==> src/include/axi_sram_consts.svh <==
// Widths and depth are fixed here; index width must equal log2 of the depth
`ifndef AXI_SRAM_CONSTS_SVH
`define AXI_SRAM_CONSTS_SVH

// ----------------------------------------
// Bus widths
// ----------------------------------------
`define AXI_SRAM_ADDR_W 32
`define AXI_SRAM_DATA_W 64
`define AXI_SRAM_STRB_W (`AXI_SRAM_DATA_W / 8)
`define AXI_SRAM_ID_W 4

// ----------------------------------------
// Memory geometry
// ----------------------------------------
`define AXI_SRAM_DEPTH 256
`define AXI_SRAM_IDX_W 8

// ----------------------------------------
// Response codes
// ----------------------------------------
`define AXI_RESP_OKAY 2'b00
`define AXI_RESP_SLVERR 2'b10

`endif

==> src/source/axi_pkg.sv <==
// AXI4 channel payloads only; lock, cache and prot are carried but never interpreted
`include "axi_sram_consts.svh"

package axi_pkg;

  // Write address channel
  typedef struct packed {
    logic [`AXI_SRAM_ID_W-1:0]   id;
    logic [`AXI_SRAM_ADDR_W-1:0] addr;
    logic [7:0]                  len;
    logic [2:0]                  size;
    logic [1:0]                  burst;
    logic                        lock;
    logic [3:0]                  cache;
    logic [2:0]                  prot;
  } axi_aw_t;

  typedef struct packed {
    logic [`AXI_SRAM_DATA_W-1:0] data;
    logic [`AXI_SRAM_STRB_W-1:0] strb;
    logic                        last;
  } axi_w_t;

  typedef struct packed {
    logic [`AXI_SRAM_ID_W-1:0] id;
    logic [1:0]                resp;
  } axi_b_t;

  // Read address channel with the AW layout
  typedef struct packed {
    logic [`AXI_SRAM_ID_W-1:0]   id;
    logic [`AXI_SRAM_ADDR_W-1:0] addr;
    logic [7:0]                  len;
    logic [2:0]                  size;
    logic [1:0]                  burst;
    logic                        lock;
    logic [3:0]                  cache;
    logic [2:0]                  prot;
  } axi_ar_t;

  typedef struct packed {
    logic [`AXI_SRAM_ID_W-1:0]   id;
    logic [`AXI_SRAM_DATA_W-1:0] data;
    logic [1:0]                  resp;
    logic                        last;
  } axi_r_t;

endpackage

==> src/source/sram_pkg.sv <==
// Word-indexed SRAM ports; the index already excludes the byte offset bits
`include "axi_sram_consts.svh"

package sram_pkg;

  // Byte-strobed write port
  typedef struct packed {
    logic                        en;
    logic [`AXI_SRAM_IDX_W-1:0]  idx;
    logic [`AXI_SRAM_DATA_W-1:0] data;
    logic [`AXI_SRAM_STRB_W-1:0] strb;
  } sram_wr_t;

  // Read port with data one cycle later
  typedef struct packed {
    logic                       en;
    logic [`AXI_SRAM_IDX_W-1:0] idx;
  } sram_rd_t;

endpackage

==> src/source/axi_sram_wr_ctrl.sv <==
// Single-beat writes only; nonzero len or out-of-range address gives SLVERR without a write
`timescale 1ns/1ps
`include "axi_sram_consts.svh"

module axi_sram_wr_ctrl (
  input  logic                i_aclk,
  input  logic                i_arst_n,
  input  axi_pkg::axi_aw_t    i_aw,
  input  logic                i_awvalid,
  output logic                o_awready,
  input  axi_pkg::axi_w_t     i_w,
  input  logic                i_wvalid,
  output logic                o_wready,
  output axi_pkg::axi_b_t     o_b,
  output logic                o_bvalid,
  input  logic                i_bready,
  output sram_pkg::sram_wr_t  o_sram_wr
);

  localparam int IDX_LSB = $clog2(`AXI_SRAM_STRB_W);
  localparam int IDX_MSB = IDX_LSB + `AXI_SRAM_IDX_W - 1;

  typedef enum logic [1:0] {ST_IDLE, ST_DATA, ST_RESP} state_t;

  state_t                     state_q;
  state_t                     state_d;
  logic                       awready_q;
  logic                       wready_q;
  logic                       bvalid_q;
  logic [`AXI_SRAM_ID_W-1:0]  id_q;
  logic [`AXI_SRAM_IDX_W-1:0] idx_q;
  logic                       good_q;
  logic                       aw_fire;
  logic                       w_fire;
  logic                       b_fire;

  assign aw_fire = i_awvalid & awready_q;
  assign w_fire  = i_wvalid & wready_q;
  assign b_fire  = bvalid_q & i_bready;

  // ----------------------------------------
  // State machine
  // ----------------------------------------
  always_comb begin
    state_d = state_q;
    case (state_q)
      ST_IDLE: if (aw_fire) state_d = ST_DATA;
      ST_DATA: if (w_fire) state_d = ST_RESP;
      ST_RESP: if (b_fire) state_d = ST_IDLE;
      default: state_d = ST_IDLE;
    endcase
  end

  // Handshake flags follow the next state, so all are low during reset
  always_ff @(posedge i_aclk or negedge i_arst_n) begin
    if (!i_arst_n) begin
      state_q   <= ST_IDLE;
      awready_q <= 1'b0;
      wready_q  <= 1'b0;
      bvalid_q  <= 1'b0;
    end else begin
      state_q   <= state_d;
      awready_q <= (state_d == ST_IDLE);
      wready_q  <= (state_d == ST_DATA);
      bvalid_q  <= (state_d == ST_RESP);
    end
  end

  // Request capture and error decision
  always_ff @(posedge i_aclk) begin
    if (aw_fire) begin
      id_q   <= i_aw.id;
      idx_q  <= i_aw.addr[IDX_MSB:IDX_LSB];
      good_q <= (i_aw.addr[`AXI_SRAM_ADDR_W-1:IDX_MSB+1] == '0) && (i_aw.len == 8'd0);
    end
  end

  // Write goes straight to the array on the W beat
  always_comb begin
    o_sram_wr.en   = w_fire & good_q;
    o_sram_wr.idx  = idx_q;
    o_sram_wr.data = i_w.data;
    o_sram_wr.strb = i_w.strb;
  end

  always_comb begin
    o_b.id   = id_q;
    o_b.resp = good_q ? `AXI_RESP_OKAY : `AXI_RESP_SLVERR;
  end

  assign o_awready = awready_q;
  assign o_wready  = wready_q;
  assign o_bvalid  = bvalid_q;

endmodule

==> config.mk <==
export PLATFORM = sky130hd
export DESIGN_NAME = axi_sram_wr_ctrl
export DESIGN_NICKNAME = d
export VERILOG_FILES = /design/src/source/axi_pkg.sv /design/src/source/sram_pkg.sv /design/src/source/axi_sram_wr_ctrl.sv
export VERILOG_INCLUDE_DIRS = /design/src /design/src/include
export SDC_FILE = /design/constraint.sdc
export NUM_CORES = 1
export LEC_CHECK = 0
export ABC_AREA = 1
export BUFFER_PORTS_ARGS = -buffer_cell sky130_fd_sc_hd__buf_4
export CAP_MARGIN = 10
export CORE_AREA = 2 2 87 89
export DETAILED_ROUTE_END_ITERATION = 6
export DIE_AREA = 0 0 89 91
export GPL_ROUTABILITY_DRIVEN = 1
export PLACE_DENSITY = 0.56
export SLEW_MARGIN = 25
export SYNTH_ARGS = -nofsm -noshare
export SYNTH_HDL_FRONTEND = slang
export SYNTH_SLANG_ARGS = --single-unit
==> constraint.sdc <==
create_clock -name i_aclk -period 3.1 [get_ports i_aclk]
set_clock_uncertainty 0.05 [all_clocks]
set_input_delay 0.31 -clock i_aclk [delete_from_list [all_inputs] [get_ports i_aclk]]
set_output_delay 0.31 -clock i_aclk [all_outputs]
set_load 0.005 [all_outputs]
==> results.txt <==
Final Max Tran Viols - 0
Post-layout min period - 1.32 ns
Fraction of layout cells with a size suffix above 1 - 50.0%
Max-cap check violation count - 0
Gr usage total - 8.11%
DRC - 0
CP endpoint kind - primary output
Iteration-0 DRC Markers - 6
Vias after detailed routing - 762
Pre-CTS WS - 1.81 ns
Clock transition at path regs - 0.07 ns
Vert. Die Dim - 91 µm
RSZ-0062 raised after global routing - false
Most frequent cells after synthesis - buf_4 (73), nor2_1 (20), nand2_1 (14)
N_diodes - 0
Synth area leaders - buf_4 (44%), edfxtp_1 (31%), dfrtp_1 (10%)
Vias in the first global route - 748
Period utilisation layout - 42.6%
DR vias/cell - 3.30
Core area - 7140 µm²
Post-route setup TNS - 0 ns
First-pass GRT wire length - 4.56 mm
VDD IR-drop max - 0.171 mV
Post-route ant nets - 0
Ports - 225
Mean Syn Cell Area - 9.06 µm²
Post-synthesis register bit count - 18
Fin nets - 268
Ys Warns - 0
Pwr Density - 557 nW/µm²
Max clock buf depth - 2
Worst slew pin tran - 0.513 ns
Number of synthesized flops with an enable pin - 13
Sequential area share after synthesis - 41.2%
Syn nets - 273
Crit start category - register
Top-count cell post-synth - buf_4
Total iterations of the first detailed-routing run - 4
CP Data Required Time - 2.74 ns
Port bufs - 62
Cell variety after synth - 11
Post-synth top flop - edfxtp_1
DP HPWL - 3.25 mm
Post-Synthesis Cells - 138
Largest net degree at the start of global routing - 14
Final global-route overflow total - 0
Placer Congestion - 0.737
Worst Hold Class - in2reg
Final Hold Vio Count - 0
Clock Latency Late Sink - 0.25 ns
Initial Util - 17.5%
Worst setup margin - 1.78 ns
Post-synthesis async set-or-reset flop share - 27.8%
Clock Sinks - 18
Top-area cell type share of the netlist area - 43.8%
WP data arrival - 0.96 ns
Clk Tree Root Cell - clkbuf_8
Setup CP Type - reg2out
Die width - 89 µm
Leakage - 0.605 nW
CTS tree - yes
Layout area overhead - 8.51%
Outcome - completed
Relative slew slack - 65.8%
H-tree levels - 1
Mapped cell area - 1250 µm²
Die area - 8100 µm²
Synth area leader - buf_4
Max frequency - 757 MHz
Mean routed wirelength per cell - 15.8 µm
Initial antenna violation count - 0
Critical path peak fanout - 4
Final Setup Violations - 0
Rows - 31
TritonCTS Buffers - 3
Routed wire length - 3.64 mm
[report_power, final]
part	internal [mW]	leakage [nW]	total [mW]	switching, mW
clock network	0.113	0.0288	0.187	0.0747
registers	0.331	0.185	0.358	0.0269
logic	0.115	0.391	0.210	0.0959
total	0.558	0.605	0.755	0.198
[metal layers]
layer	up-vias	global-route usage (%)	part of all wire, %
met5	-	0	0
met4	0	5.72	5.0
met3	15	9.00	28
met2	112	13.6	46
met1	294	4.34	22
li1	341	-	-
[sequential cells by signal, summed over array words and instances (netlist names)]
signal and flops:
idx_q 8, id_q 4, state_q 2, good_q 1, o_awready 1, o_bvalid 1, o_wready 1
[placed cells by master, fill, tap and decap left out, drive strengths merged]
| cell | instances |
|---|---|
| buf | 62 |
| clkbuf | 4 |
| conb | 1 |
| dfrtp | 5 |
| dlygate4sd3 | 1 |
| edfxtp | 13 |
| inv | 5 |
| nand2 | 14 |
| nand3 | 2 |
| nor2 | 20 |
| o21ai | 4 |
| or2 | 1 |
[metrics by stage]
step	std cells	util (%)	hold WS, ns	power, mW	instance area (µm²)
after detailed placement	226	18.1	0.0649	0.578	1290
after global routing	231	19.0	0.168	0.805	1360
final	231	19.0	0.181	0.755	1360
after global placement	226	18.1	0.0638	0.565	1290
after floorplan	138	-	-0.0356	0.509	1250
after CTS	231	19.0	0.178	0.765	1360
[worst paths after layout]
path,from,end,slack [ns],depth (start not counted)
worst min-delay path,i_aw[25],idx_q[1]$_DFFE_PP_,0.18,1
worst min register to register,state_q[1]$_DFF_PN0_,o_bvalid$_DFF_PN0_,0.51,2
max in group asynchronous,i_arst_n,state_q[1]$_DFF_PN0_,2.54,2
worst max register to register,o_awready$_DFF_PN0_,id_q[3]$_DFFE_PP_,1.86,2
min in group asynchronous,i_arst_n,o_awready$_DFF_PN0_,0.36,2
worst max-delay path,o_wready$_DFF_PN0_,o_sram_wr[80],1.78,3
[layout make-up]
cell class,instances,area [µm²]
Multi-Input combinational cell,42,168
Sequential cell,18,515
Inverter,5,18.8
Tap cell,99,124
Clock buffer,4,55.1
Fill cell,810,5780
Timing Repair Buffer,63,475
[worst max-delay path, stage by stage, from the launching register on]
cell and delay, ns:
dfrtp_1 0.40, nand2_1 0.13, nor2_1 0.05, buf_4 0.13
[cell families (layout without fill, tap and decap cells)]
| group | count (synthesis) | in the layout | share of synthesized area, % |
|---|---|---|---|
| buf+inv | 78 | 72 | 45.3 |
| compound gates | 4 | 4 | 1.60 |
| flops | 18 | 18 | 41.2 |
| simple gates | 37 | 37 | 11.5 |
| other cells | 1 | 1 | 0.300 |
[timing repair]
| action | in CTS | in global routing |
|---|---|---|
| endpoints found under the hold margin | 5 | 0 |
| resized for setup | 0 | 0 |
| setup buffers | 0 | 0 |
| hold buffers | 1 | 0 |
No activity file was read; power rests on OpenSTA's default activity.
