### src/include/axi_sram_consts.svh
// Widths and depth are fixed here; index width must equal log2 of the depth
`ifndef AXI_SRAM_CONSTS_SVH
`define AXI_SRAM_CONSTS_SVH

// ----------------------------------------
// Bus widths
// ----------------------------------------
`define AXI_SRAM_ADDR_W 32
`define AXI_SRAM_DATA_W 64
`define AXI_SRAM_STRB_W (`AXI_SRAM_DATA_W / 8)
`define AXI_SRAM_ID_W 4

// ----------------------------------------
// Memory geometry
// ----------------------------------------
`define AXI_SRAM_DEPTH 256
`define AXI_SRAM_IDX_W 8

// ----------------------------------------
// Response codes
// ----------------------------------------
`define AXI_RESP_OKAY 2'b00
`define AXI_RESP_SLVERR 2'b10

`endif

### src/source/axi_pkg.sv
// AXI4 channel payloads only; lock, cache and prot are carried but never interpreted
`include "axi_sram_consts.svh"

package axi_pkg;

  // Write address channel
  typedef struct packed {
    logic [`AXI_SRAM_ID_W-1:0]   id;
    logic [`AXI_SRAM_ADDR_W-1:0] addr;
    logic [7:0]                  len;
    logic [2:0]                  size;
    logic [1:0]                  burst;
    logic                        lock;
    logic [3:0]                  cache;
    logic [2:0]                  prot;
  } axi_aw_t;

  typedef struct packed {
    logic [`AXI_SRAM_DATA_W-1:0] data;
    logic [`AXI_SRAM_STRB_W-1:0] strb;
    logic                        last;
  } axi_w_t;

  typedef struct packed {
    logic [`AXI_SRAM_ID_W-1:0] id;
    logic [1:0]                resp;
  } axi_b_t;

  // Read address channel with the AW layout
  typedef struct packed {
    logic [`AXI_SRAM_ID_W-1:0]   id;
    logic [`AXI_SRAM_ADDR_W-1:0] addr;
    logic [7:0]                  len;
    logic [2:0]                  size;
    logic [1:0]                  burst;
    logic                        lock;
    logic [3:0]                  cache;
    logic [2:0]                  prot;
  } axi_ar_t;

  typedef struct packed {
    logic [`AXI_SRAM_ID_W-1:0]   id;
    logic [`AXI_SRAM_DATA_W-1:0] data;
    logic [1:0]                  resp;
    logic                        last;
  } axi_r_t;

endpackage

### src/source/sram_pkg.sv
// Word-indexed SRAM ports; the index already excludes the byte offset bits
`include "axi_sram_consts.svh"

package sram_pkg;

  // Byte-strobed write port
  typedef struct packed {
    logic                        en;
    logic [`AXI_SRAM_IDX_W-1:0]  idx;
    logic [`AXI_SRAM_DATA_W-1:0] data;
    logic [`AXI_SRAM_STRB_W-1:0] strb;
  } sram_wr_t;

  // Read port with data one cycle later
  typedef struct packed {
    logic                       en;
    logic [`AXI_SRAM_IDX_W-1:0] idx;
  } sram_rd_t;

endpackage

### src/source/axi_sram_rd_ctrl.sv
// Single-beat reads only; errored reads return SLVERR with zero data and rlast set
`timescale 1ns/1ps
`include "axi_sram_consts.svh"

module axi_sram_rd_ctrl (
  input  logic                         i_aclk,
  input  logic                         i_arst_n,
  input  axi_pkg::axi_ar_t             i_ar,
  input  logic                         i_arvalid,
  output logic                         o_arready,
  output axi_pkg::axi_r_t              o_r,
  output logic                         o_rvalid,
  input  logic                         i_rready,
  output sram_pkg::sram_rd_t           o_sram_rd,
  input  logic [`AXI_SRAM_DATA_W-1:0]  i_sram_rdata
);

  localparam int IDX_LSB = $clog2(`AXI_SRAM_STRB_W);
  localparam int IDX_MSB = IDX_LSB + `AXI_SRAM_IDX_W - 1;

  typedef enum logic {ST_IDLE, ST_WAIT} state_t;

  state_t                    state_q;
  state_t                    state_d;
  logic                      arready_q;
  logic                      rvalid_q;
  logic [`AXI_SRAM_ID_W-1:0] id_q;
  logic                      good_q;
  logic                      ar_fire;
  logic                      r_fire;

  assign ar_fire = i_arvalid & arready_q;
  assign r_fire  = rvalid_q & i_rready;

  // ----------------------------------------
  // State machine
  // ----------------------------------------
  always_comb begin
    state_d = state_q;
    case (state_q)
      ST_IDLE: if (ar_fire) state_d = ST_WAIT;
      ST_WAIT: if (r_fire) state_d = ST_IDLE;
      default: state_d = ST_IDLE;
    endcase
  end

  always_ff @(posedge i_aclk or negedge i_arst_n) begin
    if (!i_arst_n) begin
      state_q   <= ST_IDLE;
      arready_q <= 1'b0;
      rvalid_q  <= 1'b0;
    end else begin
      state_q   <= state_d;
      arready_q <= (state_d == ST_IDLE);
      rvalid_q  <= (state_d == ST_WAIT);
    end
  end

  always_ff @(posedge i_aclk) begin
    if (ar_fire) begin
      id_q   <= i_ar.id;
      good_q <= (i_ar.addr[`AXI_SRAM_ADDR_W-1:IDX_MSB+1] == '0) && (i_ar.len == 8'd0);
    end
  end

  // Array read issued on the AR beat with the word ready one cycle later
  always_comb begin
    o_sram_rd.en  = ar_fire;
    o_sram_rd.idx = i_ar.addr[IDX_MSB:IDX_LSB];
  end

  always_comb begin
    o_r.id   = id_q;
    o_r.data = good_q ? i_sram_rdata : '0;
    o_r.resp = good_q ? `AXI_RESP_OKAY : `AXI_RESP_SLVERR;
    o_r.last = 1'b1;
  end

  assign o_arready = arready_q;
  assign o_rvalid  = rvalid_q;

endmodule

### config.mk
export PLATFORM = sky130hd
export DESIGN_NAME = axi_sram_rd_ctrl
export DESIGN_NICKNAME = d
export VERILOG_FILES = /design/src/source/axi_pkg.sv /design/src/source/sram_pkg.sv /design/src/source/axi_sram_rd_ctrl.sv
export VERILOG_INCLUDE_DIRS = /design/src /design/src/include
export SDC_FILE = /design/constraint.sdc
export NUM_CORES = 1
export LEC_CHECK = 0
export BUFFER_PORTS_ARGS = -buffer_cell sky130_fd_sc_hd__buf_2
export CAP_MARGIN = 15
export CORE_AREA = 2 2 81 83
export DETAILED_ROUTE_END_ITERATION = 6
export DIE_AREA = 0 0 83 85
export GPL_TIMING_DRIVEN = 0
export HOLD_SLACK_MARGIN = 0.02
export SLEW_MARGIN = 20
export SYNTH_ARGS = -nofsm -noshare
export SYNTH_HDL_FRONTEND = slang
export SYNTH_SLANG_ARGS = --single-unit
### constraint.sdc
create_clock -name i_aclk -period 2.5 [get_ports i_aclk]
set_clock_uncertainty 0.1 [all_clocks]
set_input_delay 0.125 -clock i_aclk [delete_from_list [all_inputs] [get_ports i_aclk]]
set_output_delay 0.125 -clock i_aclk [all_outputs]
set_load 0.005 [all_outputs]
==> results of run 1 <==
## metrics by stage
| stage | total power, mW | setup WS (ns) | util [%] | hold WS, ns |
|---|---|---|---|---|
| 4_1_cts | 0.580 | 0.942 | 30.9 | 0.103 |
| 2_1_floorplan | 0.247 | 1.48 | - | -0.271 |
| 3_5_place_dp | 0.412 | 1.21 | 29.2 | -0.188 |
| 5_1_grt | 0.619 | 0.859 | 30.9 | 0.104 |
| 3_3_place_gp | 0.408 | 1.23 | 29.2 | -0.190 |
| 6_report | 0.575 | 1.01 | 30.9 | 0.106 |
## cells in the final DEF, fill, tap and decap left out, drive strengths merged, types with 2 or more instances in the layout
| cell | n |
|---|---|
| nand4 | 2 |
| nor2 | 2 |
| inv | 3 |
| clkbuf | 10 |
| conb | 2 |
| dlygate4sd3 | 6 |
| and2 | 64 |
| nor4 | 6 |
| edfxtp | 5 |
| buf | 192 |
| dfrtp | 2 |
## registers in the layout, summed over array words and instances, names as in the netlist
signal,cells
id_q,4
o_rvalid,1
o_arready,1
good_q,1
## power by group through the flow
stage	Clock (mW)	Sequential [mW]	Combinational, mW
floorplan	0	0.149	0.0983
global placement	0	0.148	0.260
detailed placement	0	0.148	0.264
CTS	0.162	0.147	0.271
global route	0.171	0.149	0.299
finish	0.160	0.147	0.269
## path summary, 6_finish.rpt
kind / slack, ns / cells after the start / end
hold reg to reg: 0.41 / 1 / o_rvalid
max in group asynchronous: 2.10 / 2 / o_rvalid
setup reg to reg: 1.46 / 2 / good_q
min in group i_aclk: 0.12 / 3 / o_rvalid
hold / removal: 0.11 / 2 / o_arready
setup / recovery: 1.01 / 4 / o_r[47]
## layer usage
metal | GRT usage (%) | up-vias | wire length [um]
li1 | - | 699 | -
met2 | 21.3 | 109 | 2230
met3 | 1.85 | 2 | 416
met4 | 2.24 | 0 | 13
met1 | 10.1 | 584 | 1310
met5 | 0 | - | 0
## cell type report
| type | instances | area share (%) |
|---|---|---|
| Buffer | 18 | 6.08 |
| Multi-Input combinational cell | 79 | 25.3 |
| Timing Repair Buffer | 186 | 50.2 |
| Clock buffer | 4 | 2.35 |
| Tap cell | 77 | 5.03 |
| Sequential cell | 7 | 10.5 |
| Inverter | 3 | 0.588 |
## repair_timing
| item | in CTS | in global routing |
|---|---|---|
| setup buffers | 0 | 0 |
| hold endpoints to repair | 7 | 0 |
| hold buffers | 6 | 0 |
| setup endpoints to repair | 0 | 0 |
| gates resized for setup | 0 | 0 |
## critical path, stage by stage, from the launching register on
cell	delay, ns
sky130_fd_sc_hd__edfxtp_1	0.37
sky130_fd_sc_hd__buf_2	0.20
sky130_fd_sc_hd__clkbuf_2	0.18
sky130_fd_sc_hd__and2_1	0.16
sky130_fd_sc_hd__buf_2	0.13
## logic make-up after synthesis
| logic type | synth area share [%] |
|---|---|
| other | 0.925 |
| DFF | 24.7 |
| and+or+nand+nor | 57.5 |
| muxes | 1.23 |
| buffers and inverters | 15.7 |
## synth_stat cells
| cell type | instances | area share (%) |
|---|---|---|
| sky130_fd_sc_hd__mux2i_1 | 1 | 1.2 |
| sky130_fd_sc_hd__buf_4 | 11 | 10 |
| sky130_fd_sc_hd__dfrtp_1 | 2 | 6.2 |
| sky130_fd_sc_hd__nor4_1 | 6 | 4.6 |
| sky130_fd_sc_hd__nor3_1 | 1 | 0.62 |
| sky130_fd_sc_hd__clkbuf_2 | 5 | 3.1 |
| sky130_fd_sc_hd__nand4_1 | 2 | 1.5 |
| sky130_fd_sc_hd__conb_1 | 2 | 0.92 |
| sky130_fd_sc_hd__edfxtp_1 | 5 | 18 |
| sky130_fd_sc_hd__buf_2 | 1 | 0.62 |
| sky130_fd_sc_hd__clkbuf_1 | 1 | 0.46 |
| sky130_fd_sc_hd__and2_1 | 64 | 49 |
| sky130_fd_sc_hd__inv_1 | 3 | 1.4 |
| sky130_fd_sc_hd__nand2_1 | 1 | 0.46 |
| sky130_fd_sc_hd__nor2_1 | 2 | 0.92 |
==> flow_summary.rst, run 1 <==
.. list-table::
   :header-rows: 1

   * - Metric
     - Value
   * - Via count
     - 1394
   * - Area growth from synthesis to layout
     - 136%
   * - Root buffer selected by CTS
     - sky130_fd_sc_hd__clkbuf_8
   * - Highest fanout seen on the critical path
     - 10
   * - Layout Cell Area excl Fill
     - ~0.0019 sq mm
   * - Final Max Tran Viols
     - 0
   * - Hold violation total from the final report
     - 0
   * - Max-cap violations
     - 0
   * - Core region area
     - between 0.006 and 0.007 sq mm
   * - Yosys warning total
     - 0
   * - Highest ir drop seen on vdd
     - between 0.0002 and 0.0003 V
   * - Total of endpoints with negative setup slack in the final report
     - 0
   * - Post-synthesis instance area
     - a little over 800 sq um
   * - Reg clk slew, reported paths
     - approximately 0.040 ns
   * - Critical path launch point type
     - flop
   * - Worst flop-to-flop path startpoint
     - o_arready
   * - Wire length of the first global-routing pass
     - 5870 um
   * - Layout Cells excl Fill
     - ~370
   * - Initial DRC Count
     - 22
   * - RSZ-0062 raised after global routing
     - no
   * - Horiz. Die Dim
     - between 80 and 90 um
   * - Post-synthesis net count
     - approximately 230
   * - Cell count after placement
     - approximately 360
   * - Count of unique library cells instantiated by Yosys
     - 15
   * - Total gr overflow
     - 0
   * - Flops & latches, synth
     - 7
   * - Final nets
     - 423
   * - Antenna diode count
     - 0
   * - Total detailed-routing wirelength
     - 3970 um
   * - Critical path launch point
     - good_q
   * - Port bufs
     - between 150 and 200
   * - CTS tree
     - yes
   * - Clock Tree Buf Depth
     - 2
   * - Largest net degree at the start of global routing
     - 11
   * - Remaining routing DRC violations
     - 0
   * - Net Sw Frac
     - 27.8%
   * - Outcome
     - finished, final reports clean
   * - Antenna viol nets, final
     - 0
   * - Post-route minimum period
     - 1.49 ns
   * - Layout cell share with drive strength beyond 1
     - 67.3%
   * - Vias in the first global route
     - 1334
   * - Start-to-end type of the worst setup path
     - reg2out
   * - PwrDens
     - ~300 mW/mm^2
   * - Max frequency
     - 0.672 GHz
   * - Total negative slack
     - 0 ns
   * - Initial cell density of the core
     - 13.1%
   * - DR vias/cell
     - 3.73
   * - Arrival @ worst endpoint
     - 1.26 ns
   * - Placed cell area
     - 0.00181 sq mm
   * - Final HPWL from detailed placement
     - 3460 um
   * - GRT Resource Usage Total
     - 10.1%
   * - Sequential share of the synthesized area
     - 24.7%
   * - Worst EP required
     - 2.28 ns
   * - Clock power share
     - 27.7%
   * - Final period util
     - roughly 60%
   * - # rows
     - 29
   * - Share of power burned in combinational logic
     - 46.7%
   * - CTS sink cnt
     - 7
   * - Proportion of power drawn by flip-flops and latches
     - approximately a quarter
   * - Detailed Routing Iterations Pass 1
     - 4
   * - Die H
     - approximately 85 um
   * - Area enclosed by the die boundary
     - around 0.0071 sq mm
   * - Fillcell total
     - 674
   * - Post-Synthesis Cells
     - roughly 110
   * - Leakage power
     - ~1.2 nW
   * - Sw power
     - 160 uW
   * - Area used by sequential logic in the layout
     - around 200 sq um
   * - Placer's final routability congestion estimate
     - 0.845
   * - Count of pins on the block boundary
     - between 200 and 250
   * - Clock network latency to the later pin of the worst-skew pair
     - roughly 0.22 ns
   * - Int Pwr
     - 415 uW
   * - Number of buffers created by CTS
     - 3
   * - Antenna violations before repair
     - 0
   * - Wire per inst
     - 10.6 um
   * - Area used by multi-input combinational logic
     - 484 sq um
   * - Post-Synthesis Mean Instance Area
     - 7.59 sq um
   * - Class of the tightest hold or removal check
     - in2async
   * - Critical Path End Type
     - primary output
   * - Count of H-tree levels built during CTS
     - 1
(Power assumes the default switching activity.)
==> inputs of run 2 (changes only) <==
--- a/config.mk
+++ b/config.mk
@@ -8,9 +8,9 @@
 export LEC_CHECK = 0
 export BUFFER_PORTS_ARGS = -buffer_cell sky130_fd_sc_hd__buf_2
 export CAP_MARGIN = 15
-export CORE_AREA = 2 2 81 83
+export CORE_AREA = 2 2 80 82
 export DETAILED_ROUTE_END_ITERATION = 6
-export DIE_AREA = 0 0 83 85
+export DIE_AREA = 0 0 82 84
 export GPL_TIMING_DRIVEN = 0
 export HOLD_SLACK_MARGIN = 0.02
 export SLEW_MARGIN = 20
==> constraint.sdc (replaced) <==
create_clock -name i_aclk -period 1.4 [get_ports i_aclk]
set_clock_uncertainty 0.1 [all_clocks]
set_input_delay 0.07 -clock i_aclk [delete_from_list [all_inputs] [get_ports i_aclk]]
set_output_delay 0.07 -clock i_aclk [all_outputs]
set_load 0.005 [all_outputs]
==> run 2 against run 1 <==
Wire length up 3.9%. Count of clock-buffer cells in the layout unchanged. Global-route usage up 0.12 points. Sequential share of layout area down 0.91 points. Flip-flop and latch count unchanged. Critical path depth unchanged. Largest power group unchanged.
==> flow_summary.rst, run 2 (synthesis gave the netlist of run 1 again) <==
.. list-table::
   :header-rows: 1

   * - Metric
     - Value
   * - Cell count after placement
     - 364 (unchanged)
   * - Root buffer selected by CTS
     - sky130_fd_sc_hd__clkbuf_8
   * - Placer's final routability congestion estimate
     - 0.799 (-5.4%)
   * - Antenna diode count
     - 0 (unchanged)
   * - Slowest stage cell, crit path
     - sky130_fd_sc_hd__edfxtp_1
   * - Clock Tree Buf Depth
     - 2 (unchanged)
   * - Post-route minimum period
     - approximately 1.4 ns
   * - Cell repeated most along the worst path
     - sky130_fd_sc_hd__buf_4
   * - Number of buffers created by CTS
     - 3 (unchanged)
   * - Critical path launch point type
     - flop
   * - Vias in the first global route
     - 1290 (-3.3%)
   * - Final nets
     - 425 (+0.47%)
   * - RSZ-0062 raised after global routing
     - yes
   * - Highest fanout seen on the critical path
     - 5 (-5)
   * - Area used by sequential logic in the layout
     - 200 sq um (unchanged)
   * - Total detailed-routing wirelength
     - 4120 um (+3.9%)
   * - Antenna viol nets, final
     - 0 (unchanged)
   * - Highest ir drop seen on vdd
     - 0.000466 V (+69%)
   * - Most flops, register
     - id_q
   * - Class of the tightest hold or removal check
     - in2reg
   * - Total of endpoints with negative setup slack in the final report
     - 0 (unchanged)
   * - Total gr overflow
     - 0 (unchanged)
   * - Via count
     - 1405 (+0.79%)
   * - Layout cell share with drive strength beyond 1
     - 76.9% (+9.6 points)
   * - PwrDens
     - 536 mW/mm^2 (+78%)
   * - Port bufs
     - 180 (unchanged)
   * - Most frequent cells in the layout
     - sky130_fd_sc_hd__buf_2, sky130_fd_sc_hd__and2_1, sky130_fd_sc_hd__and2_4, sky130_fd_sc_hd__buf_6, sky130_fd_sc_hd__buf_4
   * - Clock network latency to the later pin of the worst-skew pair
     - 0.23 ns (about the same)
   * - Count of pins on the block boundary
     - 207 (unchanged)
   * - CTS sink cnt
     - 7 (unchanged)
   * - Detailed Routing Iterations Pass 1
     - 2 (-2)
   * - Leakage power
     - 1.26 nW (+7.1%)
   * - Initial DRC Count
     - 9 (-59%)
   * - Outcome
     - finished, final reports clean
   * - Final HPWL from detailed placement
     - 3460 um (-0.21%)
   * - Category of cells accounting for the largest share of critical-path delay
     - buffers and inverters
   * - Worst EP required
     - 1.23 ns (-1.05 ns)
   * - Buf/Inv on CP
     - 3 (unchanged)
   * - Critical Path End Type
     - primary output
   * - Layout Cells excl Fill
     - 376 (+0.53%)
   * - Final Max Tran Viols
     - 0 (unchanged)
   * - Initial cell density of the core
     - 13.3% (+0.23 points)
   * - Reg clk slew, reported paths
     - 0.04 ns (about the same)
   * - Remaining routing DRC violations
     - 0 (unchanged)
   * - Count of H-tree levels built during CTS
     - 1 (unchanged)
   * - Start-to-end type of the worst setup path
     - reg2out
   * - Hold violation total from the final report
     - 0 (unchanged)
   * - Worst-path cell chain
     - buf_4, buf_4, and2_1, buf_2
   * - Area enclosed by the die boundary
     - 0.00689 sq mm (-2.4%)
   * - Flip-flop count of the largest register after layout
     - 4 (unchanged)
   * - CTS tree
     - yes
   * - Fillcell total
     - 645 (-4.3%)
   * - Arrival @ worst endpoint
     - 1.20 ns (-0.06 ns)
   * - Antenna violations before repair
     - 0 (unchanged)
   * - End-of-flow core utilization
     - 34.4% (+3.5 points)
   * - # rows
     - 29 (unchanged)
   * - DR vias/cell
     - 3.74 (+0.25%)
   * - Maximum cell stage delay along the critical path
     - 0.41 ns (+0.04 ns)
   * - Largest net degree at the start of global routing
     - 11 (unchanged)
   * - Area growth from synthesis to layout
     - 158%
   * - Final period util
     - 98.0%
   * - Most common cell after layout, fill and taps aside
     - sky130_fd_sc_hd__buf_2
   * - PnR Total Power
     - 1.12 mW (+95%)
   * - Horiz. Die Dim
     - 82 um (-1.2%)
   * - Die H
     - 84 um (-1.2%)
   * - Core region area
     - 0.00610 sq mm (-1.8%)
   * - GRT Resource Usage Total
     - 10.2% (+0.12 points)
   * - Area used by multi-input combinational logic
     - 552 sq um (+14%)
   * - Max frequency
     - 0.729 GHz
   * - Max-cap violations
     - 0 (unchanged)
   * - Wire per inst
     - 11.0 um (+3.3%)
   * - Wire length of the first global-routing pass
     - 5440 um (-7.3%)
==> run 2: cell count changes in the layout (fill, tap and decap cells not counted) <==
cell,delta
sky130_fd_sc_hd__and2_1,-27
sky130_fd_sc_hd__buf_2,-10
sky130_fd_sc_hd__buf_4,+2
sky130_fd_sc_hd__buf_8,+1
sky130_fd_sc_hd__clkbuf_2,-4
sky130_fd_sc_hd__and2_4,+27
sky130_fd_sc_hd__buf_6,+14
sky130_fd_sc_hd__clkbuf_1,-1
==> run 2: tightest hold or removal path, cell delays in order <==
cell,delay (ns)
sky130_fd_sc_hd__buf_2,0.09
sky130_fd_sc_hd__nand2_1,0.07
sky130_fd_sc_hd__mux2i_1,0.08
==> run 2: per-stage QoR <==
step | setup slack [ns] | area, sq um | hold WS, ns | setup TNS (ns)
2_1_floorplan | 0.431 | 812 | -0.326 | 0
3_3_place_gp | 0.192 | 1810 | -0.243 | 0
6_report | 0.0276 | 2100 | 0.0444 | 0
4_1_cts | -0.00683 | 1940 | 0.0404 | -0.0232
3_5_place_dp | 0.166 | 1810 | -0.242 | 0
5_1_grt | -0.0285 | 2100 | 0.0738 | -0.346
==> run 2: report_power, final <==
part	internal (mW)	switching, mW	total, mW
registers	0.251	0.0106	0.262
clock network	0.197	0.0884	0.285
logic	0.371	0.205	0.576
total	0.819	0.304	1.12
==> run 2: final timing paths <==
check / from / endpoint / slack, ns / cells past startpoint
setup / recovery: good_q / o_r[65] / 0.03 / 4
hold / removal: i_arvalid / o_rvalid / 0.04 / 3
setup reg to reg: o_arready / good_q / 0.39 / 2
hold reg to reg: o_rvalid / o_rvalid / 0.39 / 1
max in group asynchronous: i_arst_n / o_rvalid / 1.04 / 2
min in group asynchronous: i_arst_n / o_arready / 0.07 / 2
==> run 2: layout make-up <==
class	count	area share [%]
plain buffers	18	7.58
clock buffers	4	2.15
inverters	3	0.537
multi-input cells	79	26.3
flip-flops and latches	7	9.55
well taps	77	4.60
repair buffers	188	49.3
==> run 2: metal layers <==
metal | global-route usage (%) | vias up | share of wire [%]
li1 | - | 703 | -
met1 | 9.07 | 582 | 31
met2 | 21.1 | 115 | 54
met3 | 2.60 | 5 | 14
met4 | 3.18 | 0 | 0.95
met5 | 0 | - | 0
==> run 2: timing repair <==
action / CTS / global route
endpoints found under the hold margin: 8 / 0
resized for setup: 7 / 52
cloned: 0 / 1
setup buffers: 0 / 1
hold buffers: 6 / 0
endpoints found under the setup margin: 49 / 42
pin swaps: 0 / 0
